--- src/issue_settings.svh ---
// issue stage settings
// data width, station and reorder buffer depths, full threshold
`ifndef ISSUE_SETTINGS_SVH
`define ISSUE_SETTINGS_SVH

// address and immediate width
`define XLEN 32

// entries per reservation station
`define STATION_DEPTH 8

// reorder buffer entries
`define ROB_DEPTH 16

// a unit is full below this many free entries
// two pairs can be in flight before a flag reacts
`define FULL_MARGIN 4

`endif

--- src/issue_pkg.sv ---
// issue stage types
// instruction fields, target units and occupancy counts
`include "issue_settings.svh"

package issue_pkg;

  typedef logic [`XLEN-1:0] xlen_t;  // address, immediate

  // UNKNOWN marks a bubble
  typedef enum logic [3:0] {
    UNKNOWN = 4'd0,
    ADD     = 4'd1,
    SUB     = 4'd2,
    AND_OP  = 4'd3,
    BEQ     = 4'd4,
    JAL     = 4'd5,
    LW      = 4'd6,
    SW      = 4'd7,
    MUL     = 4'd8,
    DIV     = 4'd9
  } instr_name_t;

  // target unit, order matches the station counters
  typedef enum logic [2:0] {
    AL = 3'd0,  // alu
    BR = 3'd1,  // branch
    LS = 3'd2,  // load/store
    MD = 3'd3,  // mult/div
    XX = 3'd4   // no unit
  } instr_type_t;

  typedef logic [14:0] regs_t;  // rd, rs1, rs2 at 5 bits each
  typedef logic [3:0] flags_t;

  // sized to hold a completely full unit
  typedef logic [$clog2(`STATION_DEPTH+1)-1:0] station_count_t;
  typedef logic [$clog2(`ROB_DEPTH+1)-1:0] rob_count_t;

endpackage

--- src/fullness_if.sv ---
// full flags from the occupancy tracker to the issuer
`timescale 1ns/1ps

interface fullness_if;

  logic alu;
  logic branch;
  logic load_store;
  logic mult_div;
  logic rob;

  modport tracker (
    output alu,
    output branch,
    output load_store,
    output mult_div,
    output rob
  );

  modport issuer (
    input alu,
    input branch,
    input load_store,
    input mult_div,
    input rob
  );

endinterface

--- src/instr_info_if.sv ---
// one decoded instruction slot
`timescale 1ns/1ps

interface instr_info_if;
  import issue_pkg::*;

  xlen_t       address;
  xlen_t       immediate;
  instr_name_t instr_name;
  instr_type_t instr_type;
  regs_t       regs;
  flags_t      flags;

  modport in (
    input address,
    input immediate,
    input instr_name,
    input instr_type,
    input regs,
    input flags
  );

  modport out (
    output address,
    output immediate,
    output instr_name,
    output instr_type,
    output regs,
    output flags
  );

endinterface

--- src/issue_unit_top.sv ---
// issue stage top, joins the issuer and the occupancy tracker
`timescale 1ns/1ps

module issue_unit_top (
  input  logic                  global_bus,
  input  logic                  reset,
  input  issue_pkg::xlen_t       in0_address,
  input  issue_pkg::xlen_t       in1_address,
  input  issue_pkg::xlen_t       in0_immediate,
  input  issue_pkg::xlen_t       in1_immediate,
  input  issue_pkg::instr_name_t in0_instr_name,
  input  issue_pkg::instr_name_t in1_instr_name,
  input  issue_pkg::instr_type_t in0_instr_type,
  input  issue_pkg::instr_type_t in1_instr_type,
  input  issue_pkg::regs_t       in0_regs,
  input  issue_pkg::regs_t       in1_regs,
  input  issue_pkg::flags_t      in0_flags,
  input  issue_pkg::flags_t      in1_flags,
  output issue_pkg::xlen_t       out0_address,
  output issue_pkg::xlen_t       out1_address,
  output issue_pkg::xlen_t       out0_immediate,
  output issue_pkg::xlen_t       out1_immediate,
  output issue_pkg::instr_name_t out0_instr_name,
  output issue_pkg::instr_name_t out1_instr_name,
  output issue_pkg::instr_type_t out0_instr_type,
  output issue_pkg::instr_type_t out1_instr_type,
  output issue_pkg::regs_t       out0_regs,
  output issue_pkg::regs_t       out1_regs,
  output issue_pkg::flags_t      out0_flags,
  output issue_pkg::flags_t      out1_flags,
  input  logic                  alu_done,
  input  logic                  branch_done,
  input  logic                  load_store_done,
  input  logic                  mult_div_done,
  input  logic [1:0]            rob_retire,
  output logic                  stop
);

  instr_info_if instr_in [2] ();
  instr_info_if instr_out [2] ();  // also read back by the tracker
  fullness_if   fullness ();

  assign instr_in[0].address    = in0_address;
  assign instr_in[0].immediate  = in0_immediate;
  assign instr_in[0].instr_name = in0_instr_name;
  assign instr_in[0].instr_type = in0_instr_type;
  assign instr_in[0].regs       = in0_regs;
  assign instr_in[0].flags      = in0_flags;
  assign instr_in[1].address    = in1_address;
  assign instr_in[1].immediate  = in1_immediate;
  assign instr_in[1].instr_name = in1_instr_name;
  assign instr_in[1].instr_type = in1_instr_type;
  assign instr_in[1].regs       = in1_regs;
  assign instr_in[1].flags      = in1_flags;

  assign out0_address    = instr_out[0].address;
  assign out0_immediate  = instr_out[0].immediate;
  assign out0_instr_name = instr_out[0].instr_name;
  assign out0_instr_type = instr_out[0].instr_type;
  assign out0_regs       = instr_out[0].regs;
  assign out0_flags      = instr_out[0].flags;
  assign out1_address    = instr_out[1].address;
  assign out1_immediate  = instr_out[1].immediate;
  assign out1_instr_name = instr_out[1].instr_name;
  assign out1_instr_type = instr_out[1].instr_type;
  assign out1_regs       = instr_out[1].regs;
  assign out1_flags      = instr_out[1].flags;

  issuer issuer_inst (
    .global_bus (global_bus),
    .reset      (reset),
    .instr_in   (instr_in),
    .instr_out  (instr_out),
    .fullness   (fullness),
    .stop       (stop)
  );

  occupancy_tracker occupancy_tracker_inst (
    .global_bus      (global_bus),
    .reset           (reset),
    .issued          (instr_out),
    .stop            (stop),
    .alu_done        (alu_done),
    .branch_done     (branch_done),
    .load_store_done (load_store_done),
    .mult_div_done   (mult_div_done),
    .rob_retire      (rob_retire),
    .fullness        (fullness)
  );

endmodule

--- src/issuer.sv ---
// issuer for an instruction pair
// registers the pair when every target has room, else raises stop and holds
`timescale 1ns/1ps

module issuer (
  input  logic       global_bus,
  input  logic       reset,
  instr_info_if.in   instr_in [2],
  instr_info_if.out  instr_out [2],
  fullness_if.issuer fullness,
  output logic       stop
);
  import issue_pkg::*;

  logic [1:0] slot_bubble;
  logic [1:0] slot_full;  // target station of the slot is full
  logic       any_bubble;
  logic       blocked;

  for (genvar i = 0; i < 2; i++) begin : gen_slot
    assign slot_bubble[i] = (instr_in[i].instr_name == UNKNOWN);

    // type XX has no station, only the rob flag applies
    assign slot_full[i] = (instr_in[i].instr_type == AL && fullness.alu) ||
                          (instr_in[i].instr_type == BR && fullness.branch) ||
                          (instr_in[i].instr_type == LS && fullness.load_store) ||
                          (instr_in[i].instr_type == MD && fullness.mult_div);

    always_ff @(posedge global_bus) begin
      if (reset || any_bubble) begin  // whole pair turns into a bubble
        instr_out[i].address    <= '0;
        instr_out[i].immediate  <= '0;
        instr_out[i].instr_name <= UNKNOWN;
        instr_out[i].instr_type <= XX;
        instr_out[i].regs       <= '0;
        instr_out[i].flags      <= '0;
      end else if (!blocked) begin
        instr_out[i].address    <= instr_in[i].address;
        instr_out[i].immediate  <= instr_in[i].immediate;
        instr_out[i].instr_name <= instr_in[i].instr_name;
        instr_out[i].instr_type <= instr_in[i].instr_type;
        instr_out[i].regs       <= instr_in[i].regs;
        instr_out[i].flags      <= instr_in[i].flags;
      end
    end

    // a stalled edge leaves the last issued pair in place
    a_hold_on_stop: assert property (
      @(posedge global_bus) disable iff (reset)
      stop |-> $stable({instr_out[i].address, instr_out[i].immediate,
                        instr_out[i].instr_name, instr_out[i].instr_type,
                        instr_out[i].regs, instr_out[i].flags})
    );
  end

  assign any_bubble = |slot_bubble;
  assign blocked    = (|slot_full) || fullness.rob;

  always_ff @(posedge global_bus) begin
    if (reset) begin
      stop <= 1'b0;
    end else begin
      stop <= !any_bubble && blocked;  // bubbles never stall
    end
  end

endmodule

--- src/occupancy_tracker.sv ---
// occupancy tracker for the four stations and the reorder buffer
// counts issued entries against completions and retires, derives full flags
`timescale 1ns/1ps
`include "issue_settings.svh"

module occupancy_tracker (
  input  logic        global_bus,
  input  logic        reset,
  instr_info_if.in    issued [2],
  input  logic        stop,
  input  logic        alu_done,
  input  logic        branch_done,
  input  logic        load_store_done,
  input  logic        mult_div_done,
  input  logic [1:0]  rob_retire,
  fullness_if.tracker fullness
);
  import issue_pkg::*;

  localparam station_count_t STATION_MAX   = station_count_t'(`STATION_DEPTH);
  localparam station_count_t STATION_LIMIT = station_count_t'(`STATION_DEPTH - `FULL_MARGIN);
  localparam rob_count_t     ROB_MAX       = rob_count_t'(`ROB_DEPTH);
  localparam rob_count_t     ROB_LIMIT     = rob_count_t'(`ROB_DEPTH - `FULL_MARGIN);

  // station index follows instr_type_t: alu, branch, load/store, mult/div
  station_count_t st_count [4];
  logic [1:0]     st_add [4];
  logic [3:0]     st_done;
  rob_count_t     rob_count;
  logic [1:0]     rob_add;

  instr_type_t    slot_type [2];
  logic [1:0]     slot_real;  // slot holds an instruction

  for (genvar i = 0; i < 2; i++) begin : gen_slot
    assign slot_type[i] = issued[i].instr_type;
    assign slot_real[i] = (issued[i].instr_name != UNKNOWN);
  end

  assign st_done = {mult_div_done, load_store_done, branch_done, alu_done};

  // a held pair was already counted on the edge it appeared
  always_comb begin
    for (int u = 0; u < 4; u++) begin
      st_add[u] = 2'd0;
    end
    rob_add = 2'd0;
    for (int s = 0; s < 2; s++) begin
      if (!stop) begin
        for (int u = 0; u < 4; u++) begin
          if (slot_type[s] == instr_type_t'(u)) st_add[u] = st_add[u] + 2'd1;
        end
        if (slot_real[s]) rob_add = rob_add + 2'd1;
      end
    end
  end

  always_ff @(posedge global_bus) begin
    if (reset) begin
      for (int u = 0; u < 4; u++) begin
        st_count[u] <= '0;
      end
      rob_count <= '0;
    end else begin
      for (int u = 0; u < 4; u++) begin
        st_count[u] <= st_count[u] + station_count_t'(st_add[u])
                       - station_count_t'(st_done[u]);
      end
      rob_count <= rob_count + rob_count_t'(rob_add) - rob_count_t'(rob_retire);
    end
  end

  // depth minus count below the margin, written as count above the limit
  assign fullness.alu        = (st_count[0] > STATION_LIMIT);
  assign fullness.branch     = (st_count[1] > STATION_LIMIT);
  assign fullness.load_store = (st_count[2] > STATION_LIMIT);
  assign fullness.mult_div   = (st_count[3] > STATION_LIMIT);
  assign fullness.rob        = (rob_count > ROB_LIMIT);

  for (genvar u = 0; u < 4; u++) begin : gen_check
    a_done_nonzero: assert property (
      @(posedge global_bus) disable iff (reset) st_done[u] |-> st_count[u] != '0
    );
    a_station_depth: assert property (
      @(posedge global_bus) disable iff (reset) st_count[u] <= STATION_MAX
    );
  end

  a_retire_bound: assert property (
    @(posedge global_bus) disable iff (reset) rob_count_t'(rob_retire) <= rob_count
  );
  a_rob_depth: assert property (
    @(posedge global_bus) disable iff (reset) rob_count <= ROB_MAX
  );

endmodule

--- config.mk ---
export PLATFORM = sky130hd
export DESIGN_NAME = issue_unit_top
export DESIGN_NICKNAME = d
export VERILOG_FILES = /design/src/issue_pkg.sv /design/src/fullness_if.sv /design/src/instr_info_if.sv /design/src/issue_unit_top.sv /design/src/issuer.sv /design/src/occupancy_tracker.sv
export VERILOG_INCLUDE_DIRS = /design/src
export SDC_FILE = /design/constraint.sdc
export NUM_CORES = 1
export LEC_CHECK = 0
export BUFFER_PORTS_ARGS = -buffer_cell sky130_fd_sc_hd__buf_4
export CORE_MARGIN = 10
export CORE_UTILIZATION = 40
export DETAILED_ROUTE_END_ITERATION = 16
export PLACE_DENSITY_LB_ADDON = 0.25
export SLEW_MARGIN = 20
export SYNTH_ARGS = -nofsm -noshare
export SYNTH_HDL_FRONTEND = slang
export SYNTH_HIERARCHICAL = 1
export SYNTH_SLANG_ARGS = --single-unit
--- constraint.sdc ---
create_clock -name global_bus -period 3.9 [get_ports global_bus]
set_input_delay 0.195 -clock global_bus [delete_from_list [all_inputs] [get_ports global_bus]]
set_output_delay 0.195 -clock global_bus [all_outputs]
set_load 0.005 [all_outputs]
==> impl_metrics.toml <==
[clock_network]
clockBufferDepth = 3
cts_tree = "built"
cts_resized = 0
worstSkewPairLatency_ns = 0.50
cts_made_buffers = 23
cts-htree-levels = 1
numClockSinks = 202
postCtsHoldBufs = 180
path_clk_slew_ns = 0.06
post_cts_buffers = 0
root_buffer = "clkbuf_16"

[timing]
relSlewSlack_pct = 30.7
rsz0062_at_grt = "no"
fmax_mhz = 350
finalSetupTns_ns = 0
min_period_over_period_pct = 73.4
setup_viol = 0
tightest_slew_ns = 1.04
hold_violations = 0
skew_ns = 0.0135
min_period_ns = 2.86
slew_viol_final = 0

[drt]
dr.pass1.iters = 7
drtAntennaViolNets = 0
vias = 9682
via_per_inst = 5.37
drt_iter0_drc = 888
avgRoutedWirePerCell_um = 18.7
drc = 0
drt_wl_total_mm = 33.8

[final_layout]
nets = 1736
final_common_cell = "buf_4"
area_delta_synth_final_pct = 59.8
layout-drive-gt1-share_pct = 28.0
final_cell_mix = "buf_4 (373), dfxtp_1 (202), a21oi_1 (185)"
final_cells = 1804

[logic_synthesis]
ys_ff_latch = 202
ys.warnings.count = 6
syn_area_um2 = 8760
async_reset_ff_share_pct = 0
synth-main-ff-cell = "dfxtp_1"
yosys.area_share.xor_xnor_pct = 0.500
syn_nets = 1256
synth_mux_area_share_pct = 1.37
synthDistinctLibCells = 35
synthAdderAreaFrac_pct = 6.51
synthCells = 1026
syn-mean-instance-area_um2 = 8.54
synth_edf_count = 0
synth-simple-area-share_pct = 14.1
synth-seq-area-share_pct = 46.2
synth_top_family_by_area = "compound AO/OA/AOI/OAI gates"
synth-compound-area-share_pct = 22.3

[worst_setup_path]
arrival_ns = 3.24
path_class = "reg -> reg"
endpoint_kind = "flip-flop"
crit_fanout = 3
cp.required_ns = 4.28
critical_path.startpoint_type = "flip-flop"

[global_routing]
grt_overflow = 0
grt_max_degree = 113
grt_pass1_wl_mm = 52.7
antenna_found_initial = 2
grtUsageTotal_pct = 22.0
grt_pass1_vias = 9729

[power_and_ir_drop]
cellLeakagePower_uw = 0.00618
cellPowerDensity_nw_per_um2 = 685
vdd_drop_max_v = 0.000669

[job]
max_cap_violations = 0

[placement]
dp_hpwl_mm = 21.0
io_buffers = 368
placedCellCount = 1581
place.gp.congestion = 0.797

[floorplanning]
core_um2 = 21700
start_util_pct = 40.4
ios = 369
dieArea_um2 = 28200
num_rows = 54
die_w_um = 168
die_h_um = 168

[outcome]
status = "finished clean"

[hold_path]
hold_class = "in -> reg"
==> cell families (layout without fill, tap and decap cells) <==
group / count (synthesis) / after routing
buffers and inverters: 147 / 643
XOR/XNOR: 5 / 5
flip-flops: 202 / 202
multiplexers: 9 / 9
AND/OR/NAND/NOR: 238 / 238
AO/OA/AOI/OAI: 383 / 383
adder cells (fa/ha/maj): 42 / 42
other: 0 / 2
==> state kept, by name (all words and copies together) (netlist names) <==
register / count
issuer_inst/instr_out.address: 64
issuer_inst/instr_out.flags: 8
issuer_inst/instr_out.immediate: 64
issuer_inst/instr_out.instr_name: 8
issuer_inst/instr_out.instr_type: 6
issuer_inst/instr_out.regs: 30
issuer_inst/stop: 1
occupancy_tracker_inst/rob_count: 5
occupancy_tracker_inst/st_count: 16
==> metrics by stage <==
| stage | setup WS (ns) | area (µm²) | total power [µW] | hold slack (ns) | util [%] |
|---|---|---|---|---|---|
| floorplan | 1.15 | 8760 | 5800 | 0.316 | - |
| global placement | 1.09 | 11400 | 7160 | 0.444 | 52.7 |
| detailed placement | 1.06 | 11400 | 7260 | 0.464 | 52.7 |
| CTS | 1.04 | 14000 | 9600 | 0.0426 | 64.5 |
| global route | 0.923 | 14000 | 10200 | 0.0751 | 64.6 |
| finish | 1.04 | 14000 | 9600 | 0.0627 | 64.6 |
==> cells in the mapped netlist (10+ instances only) <==
library cell	instances	area (µm²)
o21ai_1	99	495
ha_1	36	450
clkbuf_2	10	50.1
nand3_1	179	896
o21ai_0	90	450
buf_2	23	115
a21oi_1	185	926
clkbuf_1	42	158
buf_6	25	282
dfxtp_1	202	4040
inv_1	43	161
nor2_1	16	60.1
nor2b_1	19	119
==> routing by layer <==
layer / track usage [%] / part of all wire (%) / vias up
li1: - / - / 4575
met1: 27.1 / 40 / 4589
met2: 36.0 / 47 / 440
met3: 6.36 / 9.4 / 78
met4: 7.76 / 3.4 / 0
met5: 0 / 0 / -
==> worst paths after layout <==
check                                                             from                                endpoint  slack [ns]  depth (start not counted)
worst min register to register  issuer_inst/instr_out[0].immediate[31]  issuer_inst/instr_out[0].immediate[31]        0.48                          2
worst max-delay path            issuer_inst/instr_out[1].instr_name[1]     occupancy_tracker_inst/rob_count[4]        1.04                         10
worst max register to register  issuer_inst/instr_out[1].instr_name[1]     occupancy_tracker_inst/rob_count[4]        1.04                         10
worst min-delay path                                             reset   occupancy_tracker_inst/st_count[1][1]        0.06                          2
==> report_power, final <==
group | leakage (µW) | switching [µW] | total [µW] | internal [µW]
clock | 0.000363 | 849 | 2170 | 1320
sequential | 0.00166 | 344 | 3020 | 2680
combinational | 0.00415 | 2480 | 4400 | 1920
total | 0.00618 | 3680 | 9600 | 5920
==> cell type report <==
type	count	area [µm²]
diodes	2	5.00
clock buffers	37	678
clock inverters	4	76.3
fillers	1682	7690
inverters	43	161
multi-input cells	677	3960
flip-flops and latches	202	4040
well taps	280	350
repair buffers	559	4720
==> worst max-delay path, stage by stage (launching register included) <==
cell      delay (ns)
dfxtp_1         0.32
or4_1           0.52
ha_1            0.29
nand2b_1        0.05
ha_1            0.27
inv_1           0.04
ha_1            0.19
fa_1            0.41
a21o_1          0.19
a21oi_2         0.16
mux2_4          0.30
(Power assumes the default switching activity.)
